### config.mk
export PLATFORM = sky130hd
export DESIGN_NAME = ppiTop
export DESIGN_NICKNAME = d
export VERILOG_FILES = /design/src/ppiBusPkg.sv /design/src/ppiCtrlPkg.sv /design/src/ppiCmdIf.sv /design/src/ppiHostPort.sv /design/src/ppiCmdQueue.sv /design/src/ppiPortCore.sv /design/src/ppiTop.sv
export VERILOG_INCLUDE_DIRS = /design/src
export SDC_FILE = /design/constraint.sdc
export NUM_CORES = 1
export LEC_CHECK = 0
export BUFFER_PORTS_ARGS = -buffer_cell sky130_fd_sc_hd__buf_2
export CAP_MARGIN = 20
export CORE_MARGIN = 2
export CORE_UTILIZATION = 56
export CTS_BUF_LIST = sky130_fd_sc_hd__clkbuf_16
export CTS_CLUSTER_DIAMETER = 40
export CTS_CLUSTER_SIZE = 16
export DETAILED_ROUTE_END_ITERATION = 10
export PLACE_DENSITY = 0.79
export SETUP_SLACK_MARGIN = 0.15
export SKIP_CTS_REPAIR_TIMING = 1
export SKIP_LAST_GASP = 1
export SLEW_MARGIN = 30
export SYNTH_ARGS = -nofsm -noshare
export SYNTH_HDL_FRONTEND = slang
export SYNTH_HIERARCHICAL = 1
export SYNTH_SLANG_ARGS = --single-unit
### constraint.sdc
create_clock -name clk -period 3.7 [get_ports clk]
set_input_delay 0.555 -clock clk [delete_from_list [all_inputs] [get_ports clk]]
set_output_delay 0.555 -clock clk [all_outputs]
set_load 0.01 [all_outputs]
### src/ppi_consts.svh
`ifndef PPI_CONSTS_SVH
`define PPI_CONSTS_SVH

// width of every port, latch and host data word
`define PPI_DATA_W 8

// selects one of port A, port B, port C or control
`define PPI_ADDR_W 2

// command queue slots, which is also the host's full credit
`define PPI_QUEUE_DEPTH 4

// mode-set word, all four groups input, mode 0
`define PPI_CTRL_RESET 8'h9B

`endif

### src/ppiBusPkg.sv
`include "ppi_consts.svh"

package ppiBusPkg;

  // register map seen by the host
  typedef enum logic [`PPI_ADDR_W-1:0] {
    regPortA = 2'd0,
    regPortB = 2'd1,
    regPortC = 2'd2,
    regCtrl  = 2'd3
  } regAddrT;

  // one host access after sampling
  // read clear means a write of data to addr
  typedef struct packed {
    logic                   read;
    regAddrT                addr;
    logic [`PPI_DATA_W-1:0] data;
  } hostCmdT;

endpackage

### src/ppiCtrlPkg.sv
package ppiCtrlPkg;

  // mode-set view, used when setFlag is 1
  // a direction bit of 1 makes that group an input
  typedef struct packed {
    logic       setFlag;
    logic [1:0] grpAMode;
    logic       dirA;
    logic       dirCUpper;
    logic       grpBMode;
    logic       dirB;
    logic       dirCLower;
  } modeWordT;

  // bit set/reset view, used when setFlag is 0
  typedef struct packed {
    logic       setFlag;
    logic [2:0] unused;
    logic [2:0] bitSel;
    logic       bitVal;
  } bsrWordT;

  // same control byte, two decodings selected by bit 7
  typedef union packed {
    modeWordT mode;
    bsrWordT  bsr;
  } ctrlWordT;

endpackage

### src/ppiCmdIf.sv
// command link with credit return
// valid and cmd go downstream, credit pulses come back up
interface ppiCmdIf;

  logic               valid;
  ppiBusPkg::hostCmdT cmd;
  logic               credit;

  modport sender (
    output valid,
    output cmd,
    input  credit
  );

  modport receiver (
    input  valid,
    input  cmd,
    output credit
  );

endinterface

### src/ppiHostPort.sv
`include "ppi_consts.svh"

module ppiHostPort (
  input  logic                     clk,
  input  logic                     rstN,
  input  logic                     csN,
  input  logic                     wrN,
  input  logic                     rdN,
  input  ppiBusPkg::regAddrT       addr,
  input  logic [`PPI_DATA_W-1:0]   wrData,
  output logic                     busy,
  ppiCmdIf.sender                  link
);

  localparam int CreditW = $clog2(`PPI_QUEUE_DEPTH + 1);

  logic [CreditW-1:0]     credits;
  logic                   access;
  logic                   take;
  logic                   accepted;
  logic                   sampRead;
  ppiBusPkg::regAddrT     sampAddr;
  logic [`PPI_DATA_W-1:0] sampData;

  // wrN wins when both strobes are low
  assign access = ~csN & (~wrN | ~rdN);

  // out of credits means every queue slot is spoken for
  assign busy = (credits == '0);
  assign take = access & ~busy;

  always_ff @(posedge clk) begin
    if (!rstN) begin
      credits    <= CreditW'(`PPI_QUEUE_DEPTH);
      accepted   <= 1'b0;
      link.valid <= 1'b0;
    end else begin
      accepted   <= take;
      link.valid <= accepted;
      // credit is spent when the access is accepted
      case ({take, link.credit})
        2'b10:   credits <= credits - 1'b1;
        2'b01:   credits <= credits + 1'b1;
        default: credits <= credits;
      endcase
    end
  end

  // first stage holds the raw bus fields
  always_ff @(posedge clk) begin
    if (take) begin
      sampRead <= wrN;
      sampAddr <= addr;
      sampData <= wrData;
    end
  end

  // second stage builds the command sent to the queue
  always_ff @(posedge clk) begin
    if (accepted) begin
      link.cmd.read <= sampRead;
      link.cmd.addr <= sampAddr;
      link.cmd.data <= sampData;
    end
  end

endmodule

### src/ppiCmdQueue.sv
`include "ppi_consts.svh"

module ppiCmdQueue (
  input  logic       clk,
  input  logic       rstN,
  ppiCmdIf.receiver  inLink,
  ppiCmdIf.sender    outLink
);

  localparam int Depth = `PPI_QUEUE_DEPTH;
  localparam int PtrW  = $clog2(Depth);
  localparam int CntW  = $clog2(Depth + 1);

  ppiBusPkg::hostCmdT mem [Depth];
  logic [PtrW-1:0]    wrPtr;
  logic [PtrW-1:0]    rdPtr;
  logic [CntW-1:0]    count;
  logic               push;
  logic               pop;

  function automatic logic [PtrW-1:0] nextPtr(input logic [PtrW-1:0] ptr);
    if (ptr == PtrW'(Depth - 1)) begin
      return '0;
    end
    return ptr + 1'b1;
  endfunction

  // host never sends without a credit, so push never overflows
  assign push = inLink.valid;
  assign pop  = outLink.credit;

  assign outLink.valid = (count != '0);
  assign outLink.cmd   = mem[rdPtr];

  // a slot frees exactly when the core takes the head
  assign inLink.credit = pop;

  always_ff @(posedge clk) begin
    if (!rstN) begin
      wrPtr <= '0;
      rdPtr <= '0;
      count <= '0;
    end else begin
      if (push) begin
        wrPtr <= nextPtr(wrPtr);
      end
      if (pop) begin
        rdPtr <= nextPtr(rdPtr);
      end
      case ({push, pop})
        2'b10:   count <= count + 1'b1;
        2'b01:   count <= count - 1'b1;
        default: count <= count;
      endcase
    end
  end

  always_ff @(posedge clk) begin
    if (push) begin
      mem[wrPtr] <= inLink.cmd;
    end
  end

endmodule

### src/ppiPortCore.sv
`include "ppi_consts.svh"

module ppiPortCore (
  input  logic                   clk,
  input  logic                   rstN,
  ppiCmdIf.receiver              link,
  input  logic [`PPI_DATA_W-1:0] portAIn,
  input  logic [`PPI_DATA_W-1:0] portBIn,
  input  logic [`PPI_DATA_W-1:0] portCIn,
  output logic [`PPI_DATA_W-1:0] portAOut,
  output logic [`PPI_DATA_W-1:0] portBOut,
  output logic [`PPI_DATA_W-1:0] portCOut,
  output logic                   portAOe,
  output logic                   portBOe,
  output logic [`PPI_DATA_W-1:0] portCOe,
  output logic [`PPI_DATA_W-1:0] rdData,
  output logic                   rdValid
);

  ppiCtrlPkg::ctrlWordT   ctrlReg;
  ppiCtrlPkg::ctrlWordT   cmdWord;
  logic [`PPI_DATA_W-1:0] latchA;
  logic [`PPI_DATA_W-1:0] latchB;
  logic [`PPI_DATA_W-1:0] latchC;
  logic [`PPI_DATA_W-1:0] maskA;
  logic [`PPI_DATA_W-1:0] maskB;
  logic [`PPI_DATA_W-1:0] rdSel;
  logic                   rdPending;
  logic                   takeWrite;
  logic                   startRead;

  assign cmdWord = link.cmd.data;

  // only mode 0 is acted on, so direction bits alone set the enables
  assign portAOe = ~ctrlReg.mode.dirA;
  assign portBOe = ~ctrlReg.mode.dirB;
  assign portCOe = {{4{~ctrlReg.mode.dirCUpper}}, {4{~ctrlReg.mode.dirCLower}}};

  assign portAOut = latchA;
  assign portBOut = latchB;
  assign portCOut = latchC;

  assign maskA = {`PPI_DATA_W{portAOe}};
  assign maskB = {`PPI_DATA_W{portBOe}};

  // head stays in the queue until the second read cycle
  assign takeWrite   = link.valid & ~link.cmd.read & ~rdPending;
  assign startRead   = link.valid & link.cmd.read & ~rdPending;
  assign link.credit = takeWrite | rdPending;

  // output bits read back from the latch, input bits from the pins
  always_comb begin
    case (link.cmd.addr)
      ppiBusPkg::regPortA: rdSel = (portAIn & ~maskA) | (latchA & maskA);
      ppiBusPkg::regPortB: rdSel = (portBIn & ~maskB) | (latchB & maskB);
      ppiBusPkg::regPortC: rdSel = (portCIn & ~portCOe) | (latchC & portCOe);
      default:             rdSel = ctrlReg;
    endcase
  end

  always_ff @(posedge clk) begin
    if (!rstN) begin
      ctrlReg   <= `PPI_CTRL_RESET;
      latchA    <= '0;
      latchB    <= '0;
      latchC    <= '0;
      rdPending <= 1'b0;
      rdValid   <= 1'b0;
    end else begin
      rdPending <= startRead;
      rdValid   <= rdPending;
      if (takeWrite) begin
        case (link.cmd.addr)
          ppiBusPkg::regPortA: latchA <= link.cmd.data;
          ppiBusPkg::regPortB: latchB <= link.cmd.data;
          ppiBusPkg::regPortC: latchC <= link.cmd.data;
          default: begin
            if (cmdWord.mode.setFlag) begin
              // new mode resets every output latch
              ctrlReg <= cmdWord;
              latchA  <= '0;
              latchB  <= '0;
              latchC  <= '0;
            end else begin
              latchC[cmdWord.bsr.bitSel] <= cmdWord.bsr.bitVal;
            end
          end
        endcase
      end
    end
  end

  // sampled on the first read edge, held through rdValid
  always_ff @(posedge clk) begin
    if (startRead) begin
      rdData <= rdSel;
    end
  end

endmodule

### src/ppiTop.sv
`include "ppi_consts.svh"

module ppiTop (
  input  logic                   clk,
  input  logic                   rstN,
  input  logic                   csN,
  input  logic                   wrN,
  input  logic                   rdN,
  input  logic [`PPI_ADDR_W-1:0] addr,
  input  logic [`PPI_DATA_W-1:0] wrData,
  output logic [`PPI_DATA_W-1:0] rdData,
  output logic                   rdValid,
  output logic                   busy,
  input  logic [`PPI_DATA_W-1:0] portAIn,
  input  logic [`PPI_DATA_W-1:0] portBIn,
  input  logic [`PPI_DATA_W-1:0] portCIn,
  output logic [`PPI_DATA_W-1:0] portAOut,
  output logic [`PPI_DATA_W-1:0] portBOut,
  output logic [`PPI_DATA_W-1:0] portCOut,
  output logic                   portAOe,
  output logic                   portBOe,
  output logic [`PPI_DATA_W-1:0] portCOe
);

  // host port to queue, then queue to core
  ppiCmdIf hostLink ();
  ppiCmdIf coreLink ();

  ppiHostPort host0 (
    .clk    (clk),
    .rstN   (rstN),
    .csN    (csN),
    .wrN    (wrN),
    .rdN    (rdN),
    .addr   (ppiBusPkg::regAddrT'(addr)),
    .wrData (wrData),
    .busy   (busy),
    .link   (hostLink.sender)
  );

  ppiCmdQueue queue0 (
    .clk     (clk),
    .rstN    (rstN),
    .inLink  (hostLink.receiver),
    .outLink (coreLink.sender)
  );

  ppiPortCore core0 (
    .clk      (clk),
    .rstN     (rstN),
    .link     (coreLink.receiver),
    .portAIn  (portAIn),
    .portBIn  (portBIn),
    .portCIn  (portCIn),
    .portAOut (portAOut),
    .portBOut (portBOut),
    .portCOut (portCOut),
    .portAOe  (portAOe),
    .portBOe  (portBOe),
    .portCOe  (portCOe),
    .rdData   (rdData),
    .rdValid  (rdValid)
  );

endmodule

## Yosys cells after proc, flatten, opt, wreduce, memory -nomap -nowiden

Memory sizes are Yosys's and may differ from the RTL's. A register that Yosys moved wholly into a read port is not among the register bits.
Index checks and enable logic that the tools add are counted.

| word-level totals | value |
|---|---|
| register bits | 75 |
| bits of input ports | 39 |
| memories | 1 |
| memory bits (writable) | 44 |

| cells by class | value |
|---|---|
| mux-type cells | 25 |
| $lt $le $gt $ge | 2 |
| equality and inequality tests | 8 |
| $add $sub $neg | 6 |
| bitwise logic cells | 34 |
| reduce and logical (&&, ||, !) cells | 16 |

Memories:

| name | words | bits a word | read ports | clocked after memory_dff | write ports | line | source |
|---|---|---|---|---|---|---|---|
| queue0.mem | 4 | 11 | 1 | 1 | 1 | ppiCmdQueue.sv:14 | `ppiBusPkg::hostCmdT mem [Depth];` |

Operators by type and width:

| kind | count |
|---|---|
| AND 8 bit | 6 |
| one-hot mux 8 bit (2 select lines) | 3 |
| inverter 8 bit | 3 |
| bitwise OR 8 bit | 3 |
| one-hot mux 8 bit (3 select lines) | 1 |
| 2-to-1 mux 8 bit | 2 |
| inverter 1 bit | 14 |
| 2-to-1 mux 2 bit | 6 |
| one-hot mux 3 bit (2 select lines) | 2 |
| equality test 2 bit, second input constant | 5 |
| 2-to-1 mux 1 bit | 9 |
| AND reduction 3 bit | 3 |
| bitwise mux 8 bit | 1 |
| nonzero test 2 bit | 4 |
| adder 3 x 1 -> 3 bit, second input constant | 2 |
| AND 1 bit | 6 |
| equality test 2 x 1 -> 1 bit, second input constant | 3 |
| OR reduction 2 bit | 3 |
| subtractor 3 x 1 -> 3 bit, second input constant | 2 |
| adder 2 x 1 -> 2 bit, second input constant | 2 |
| less-than comparator 3 x 4 -> 1 bit, second input constant | 1 |
| demux 1 bit (select 3 bit) | 1 |
| >= comparator 3 x 1 -> 1 bit, second input constant | 1 |
| logical NOT 3 bit | 1 |
| other kinds (6) | 7 |

## Logic depth before layout (Yosys ltp)

Gate-level depths: netlist of run 1.

| depth | value |
|---|---|
| word-level depth | 9 |
| mapped depth | 11 |
| depth with buffers taken out | 9 |

## By module

The synthesis of run 1 kept the hierarchy.

By module, submodules not included:

| module | area an instance (sq um) | instances | cells an instance |
|---|---|---|---|
| ppiPortCore | 2274.7 | 1 | 248 |
| ppiCmdQueue | 2043.2 | 1 | 100 |
| ppiHostPort | 892.1 | 1 | 43 |

## Worst setup path before layout of run 1

OpenSTA, ideal clock, no wires.

| path | value |
|---|---|
| path type | flip-flop to flip-flop |
| start | reg (tool-made name) |
| end | reg host0.credits[2] |
| data required time | 3638 ps |
| arrival | 2551 ps |
| cell stages (with the launch flop) | 12 |
| setup slack | 1088 ps |
| cell sequence | dfxtp_1 buf_6 mux4_2 inv_1 a21o_1 buf_4 ha_1 inv_1 fa_1 xor2_1 or3_1 nand3_1 |

RTL lines:

| element | line | source |
|---|---|---|
| end signal: assignment | ppiHostPort.sv:34 | `` credits <= CreditW'(`PPI_QUEUE_DEPTH); `` |
| end signal: assignment | ppiHostPort.sv:42 | `2'b10: credits <= credits - 1'b1;` |
| end signal: assignment | ppiHostPort.sv:43 | `2'b01: credits <= credits + 1'b1;` |
| end: declaration | ppiHostPort.sv:17 | `logic [CreditW-1:0] credits;` |

==> flow_summary.ini, run 1 <==
[worst_hold_path]
hp-class = primary input to flip-flop
min_path_cells = 1

[floorplan]
initial_core_util = 0.569
dieHeight_um = 100
die_area_um2 = 10100
io_pins = 83
coreArea_um2 = 9150
rows = 35
die_x_um = 100

[sta]
slew_violations = 0
worst_pin_slew_ns = 0.805
period_needed_ns = 3.03
setup-violations-final = 0
fin_tns_setup_ns = 0
hold_violations = 0
relSlewSlack = 0.462
skew_ns = 0.0105
max_freq_mhz = 330
rsz0062_at_grt = false
worst_slack_ns = 0.674
fin_crit_sh = 0.818

[clocking]
worstSkewPairLatency_ns = 0.41
cts.reportedPaths.clkPinSlew_ns = 0.05
cts_buffers = 17
max-clock-path-buffers = 2
cts_tree = built
cts_root_buf = clkbuf_16
ctsHtreeMaxLevel = 4
cts_sinks = 121

[worst_setup_path]
crit_family = simple AND/OR/NAND/NOR gates
slowest_delay_ns = 0.73
critical_path_class = flip-flop to flip-flop
crit_buf_inv = 1
end_kind = flip-flop
cp.arrival_ns = 3.30
crit_slowest_cell = or4b_1
cp.depth = 7
ff2ff_path_depth = 7
critPathMaxFanout = 11
cp.required_ns = 3.97
crit_chain = mux4_2, inv_1, ha_1, or4b_1, or3_1, a22oi_1, nor2_1
critPathLaunchType = flip-flop

[drt]
vias_per_cell = 5.83
wl_per_cell_um = 18.3
routed_wirelength_mm = 10.8
dr.pass1.iters = 4
drc = 0
drtIter0Drc = 137
ant_nets = 0
vias = 3423

[synthesis]
muxShareOfSynthArea = 0.119
syn_nets = 445
synthAdderAreaFrac = 0.0389
synth_cells = 391
synth_top_family_by_area = multiplexers
synth_edf_count = 74
synth_warnings = 6
synth-simple-area-share = 0.0968
synth_area_leaders = edfxtp_1 (43%), dfxtp_1 (18%), mux2_2 (4.5%)
synth_top_area_frac = 0.427
synth_compound_area_frac = 0.0908
ys_ff_latch = 121
ys_seq_area_frac = 0.607
synth.avg_cell_area_um2 = 13.3
synth_largest_area_cell = edfxtp_1
yosysUniqueCellTypes = 53
syn_area_um2 = 5210
synthXorXnorAreaFrac = 0.00672
async_flop_share = 0
synthFlopType = edfxtp_1

[layout]
antenna_cells = 0
area_growth_pct = 19.7
finalNetCount = 518
final_cell_mix = buf_2 (82), edfxtp_1 (74), dfxtp_1 (47)
layout_commonest_cell = buf_2
stdcell_count = 587
final_layout_size_suffix_gt1_frac = 0.319

[place]
numPortBuffers = 82
place_ws_ns = 0.722
dp.cells = 556
dp_hpwl_mm = 7.52
gp_congestion = 0.861

[global_routing]
grt_pass1_vias = 3298
grt-ovfl-total = 0
grt.total_usage = 0.222
antenna_found_initial = 0
grt_pass1_wl_mm = 16.6
grt_start_max_net_pins = 29

[power_and_ir_drop]
p_per_area_nw_per_um2 = 690
ir_worst_vdd_mv = 0.605
leakage_nw = 2.38

[run_status]
status = completed

[flow_run]
cap_violations = 0
==> synth_stat cells (9+ instances only) <==
cell and instances:
a21oi_1 17, a22oi_1 9, and2_1 10, clkbuf_1 18, dfxtp_1 47, edfxtp_1 74
ha_1 13, inv_1 15, mux2_2 21, mux2i_1 13, mux4_2 10, nand2_1 17
nand3_1 10, nor2_1 23
==> kinds of logic after synthesis <==
logic type / count (synthesis)
adder cells (fa/ha/maj): 15
XOR/XNOR: 4
buffers and inverters: 47
multiplexers: 45
flip-flops: 121
AO/OA/AOI/OAI: 66
AND/OR/NAND/NOR: 93
==> area by class of cell <==
cell class / count / area [µm²]
fill: 640 / 2920
inverter: 16 / 60.1
tap: 111 / 139
multi-input combinational: 223 / 1830
sequential: 121 / 3160
clock inverter: 14 / 181
timing repair buffer: 85 / 433
clock buffer: 17 / 425
==> path summary, 6_finish.rpt <==
check / start / end / slack (ns)
max: flip-flop / core0/portBOut[1] / 0.67
max reg2reg: flip-flop / core0/portBOut[1] / 0.67
min reg2reg: host0/sampData[6] / host0/link.cmd[6] / 0.41
min: wrData[2] / host0/sampData[2] / 0.32
==> state kept, by name, summed over array words and instances, names as in the netlist, named ones only <==
register          cells
core0/portAOut        8
host0/accepted        1
core0/rdData          8
core0/ctrlReg         7
core0/portCOut        8
queue0/wrPtr          2
queue0/rdPtr          2
host0/link.cmd       11
host0/sampData        8
queue0/count          3
host0/sampAddr        2
core0/rdValid         1
core0/portBOut        8
core0/rdPending       1
host0/sampRead        1
host0/credits         3
host0/link.valid      1
queue0/mem           44
==> power by group <==
part	switching [mW]	leakage [nW]	total (mW)	internal, mW
Sequential	0.103	1.06	1.70	1.60
Clock	0.567	0.301	1.68	1.12
Combinational	0.532	1.02	0.918	0.386
Total	1.20	2.38	4.30	3.10
==> stage by stage <==
step	cell area, µm²	power, mW	hold slack, ns	utilization
2_1_floorplan	5210	2.39	0.400	-
3_3_place_gp	5630	2.59	0.400	0.615
5_1_grt	6230	4.49	0.302	0.681
3_5_place_dp	5630	2.63	0.405	0.615
4_1_cts	6230	4.32	0.309	0.681
6_report	6230	4.30	0.323	0.681
==> per-layer routing <==
| layer | wire length (µm) | GRT usage |
|---|---|---|
| met1 | 4350 | 0.274 |
| met4 | 312 | 0.112 |
| met5 | 0 | 0 |
| met3 | 713 | 0.0673 |
| met2 | 5390 | 0.359 |
==> worst reg2reg max path, stage by stage, from the launching register on <==
cell and delay [ns]:
dfxtp_1 0.63, mux4_2 0.37, inv_1 0.10, ha_1 0.20, or4b_1 0.73, or3_1 0.55
a22oi_1 0.26, nor2_1 0.06
Note: power is estimated with default switching activity, not from simulation.
==> inputs of run 2 (changes only) <==
==> constraint.sdc (replaced) <==
create_clock -name clk -period 3.15 [get_ports clk]
set_input_delay 0.4725 -clock clk [delete_from_list [all_inputs] [get_ports clk]]
set_output_delay 0.4725 -clock clk [all_outputs]
set_load 0.01 [all_outputs]
==> flow_summary.ini, run 2 (same netlist as run 1, synthesis figures left out) <==
[floorplan]
dieHeight_um = 100
initial_core_util = 0.569
coreArea_um2 = 9150
die_area_um2 = 10100
rows = 35
die_x_um = 100
io_pins = 83

[power_and_ir_drop]
p_per_area_nw_per_um2 = 771
leakage_nw = 2.38
ir_worst_vdd_mv = 0.450

[worst_setup_path]
critical_path_class = flip-flop to flip-flop
crit_top_cell = buf_4
ff2ff_path_depth = 9
crit_family = simple AND/OR/NAND/NOR gates
crit_slowest_cell = or4b_1
cp.depth = 9
critPathMaxFanout = 9
critPathLaunchType = flip-flop
end_kind = flip-flop
cp.arrival_ns = 2.97
slowest_delay_ns = 0.55
crit_buf_inv = 3
cp.required_ns = 3.42
crit_chain = buf_4, mux4_2, inv_1, ha_1, or4b_1, buf_4, a211oi_1, mux2i_1, nor2_1

[clocking]
worstSkewPairLatency_ns = 0.40
max-clock-path-buffers = 2
cts.reportedPaths.clkPinSlew_ns = 0.05
ctsHtreeMaxLevel = 4
cts_tree = built
cts_buffers = 17
cts_sinks = 121
cts_root_buf = clkbuf_16

[flow_run]
cap_violations = 0

[sta]
relSlewSlack = 0.506
period_needed_ns = 2.70
worst_slack_ns = 0.455
slew_violations = 0
skew_ns = 0.0136
fin_crit_sh = 0.856
rsz0062_at_grt = false
setup-violations-final = 0
max_freq_mhz = 371
hold_violations = 0
worst_pin_slew_ns = 0.739
fin_tns_setup_ns = 0

[layout]
fill_cells = 632
top_register = queue0/mem
multiInputGateArea_um2 = 1830
final_cell_mix = buf_2 (82), edfxtp_1 (74), dfxtp_1 (47)
layout_commonest_cell = buf_2
final_area_um2 = 6200
antenna_cells = 0
finalNetCount = 525
final_layout_size_suffix_gt1_frac = 0.322
area_growth_pct = 19.1
stdcell_count = 595
largest_reg_flops = 44
regArea_um2 = 3160
utilization = 0.678
top_regs = queue0/mem: 44 flops, host0/link.cmd: 11 flops

[drt]
dr.pass1.iters = 5
drtIter0Drc = 193
wl_per_cell_um = 17.9
routed_wirelength_mm = 10.6
ant_nets = 0
drc = 0
vias = 3477
vias_per_cell = 5.84

[place]
dp_hpwl_mm = 7.35
gp_congestion = 0.870
dpl_cell_area_um2 = 5680
place_ws_ns = 0.462
dp.cells = 563
numPortBuffers = 82

[global_routing]
antenna_found_initial = 0
grt.total_usage = 0.221
grt_pass1_vias = 3359
grt_pass1_wl_mm = 16.6
grt-ovfl-total = 0
grt_start_max_net_pins = 29

[run_status]
status = completed

[worst_hold_path]
min_path_cells = 1
hp-class = primary input to flip-flop
-- run 2: power breakdown --
group          switching (mW)  internal, mW
logic                   0.633         0.481
registers               0.113          1.88
clock network           0.623          1.05
-- run 2: area by class of cell --
| cell class | instances | share of cell area |
|---|---|---|
| sequential | 121 | 0.510 |
| clock buffer | 17 | 0.0686 |
| multi-input combinational | 223 | 0.295 |
| clock inverter | 15 | 0.0159 |
| inverter | 16 | 0.00968 |
| tap | 111 | 0.0224 |
| timing repair buffer | 92 | 0.0782 |
-- run 2: through the flow --
step	hold WS (ns)	power (mW)
after floorplan	0.400	2.81
after global placement	0.402	3.08
after detailed placement	0.405	3.12
after CTS	0.233	4.81
after global routing	0.227	5.02
final	0.245	4.78
-- run 2: path summary, 6_finish.rpt --
path / slack (ns) / end / start
min: 0.24 / host0/sampData[0] / wrData[0]
min reg2reg: 0.42 / host0/link.cmd[2] / host0/sampData[2]
max: 0.45 / core0/portCOut[1] / flip-flop
max reg2reg: 0.45 / core0/portCOut[1] / flip-flop
-- run 2: per-layer routing --
metal	vias to the layer above	global-route usage	wire [µm]
li1	1632	-	-
met1	1641	0.264	4490
met2	174	0.370	5190
met3	30	0.0541	655
met4	0	0.120	303
met5	-	0	0
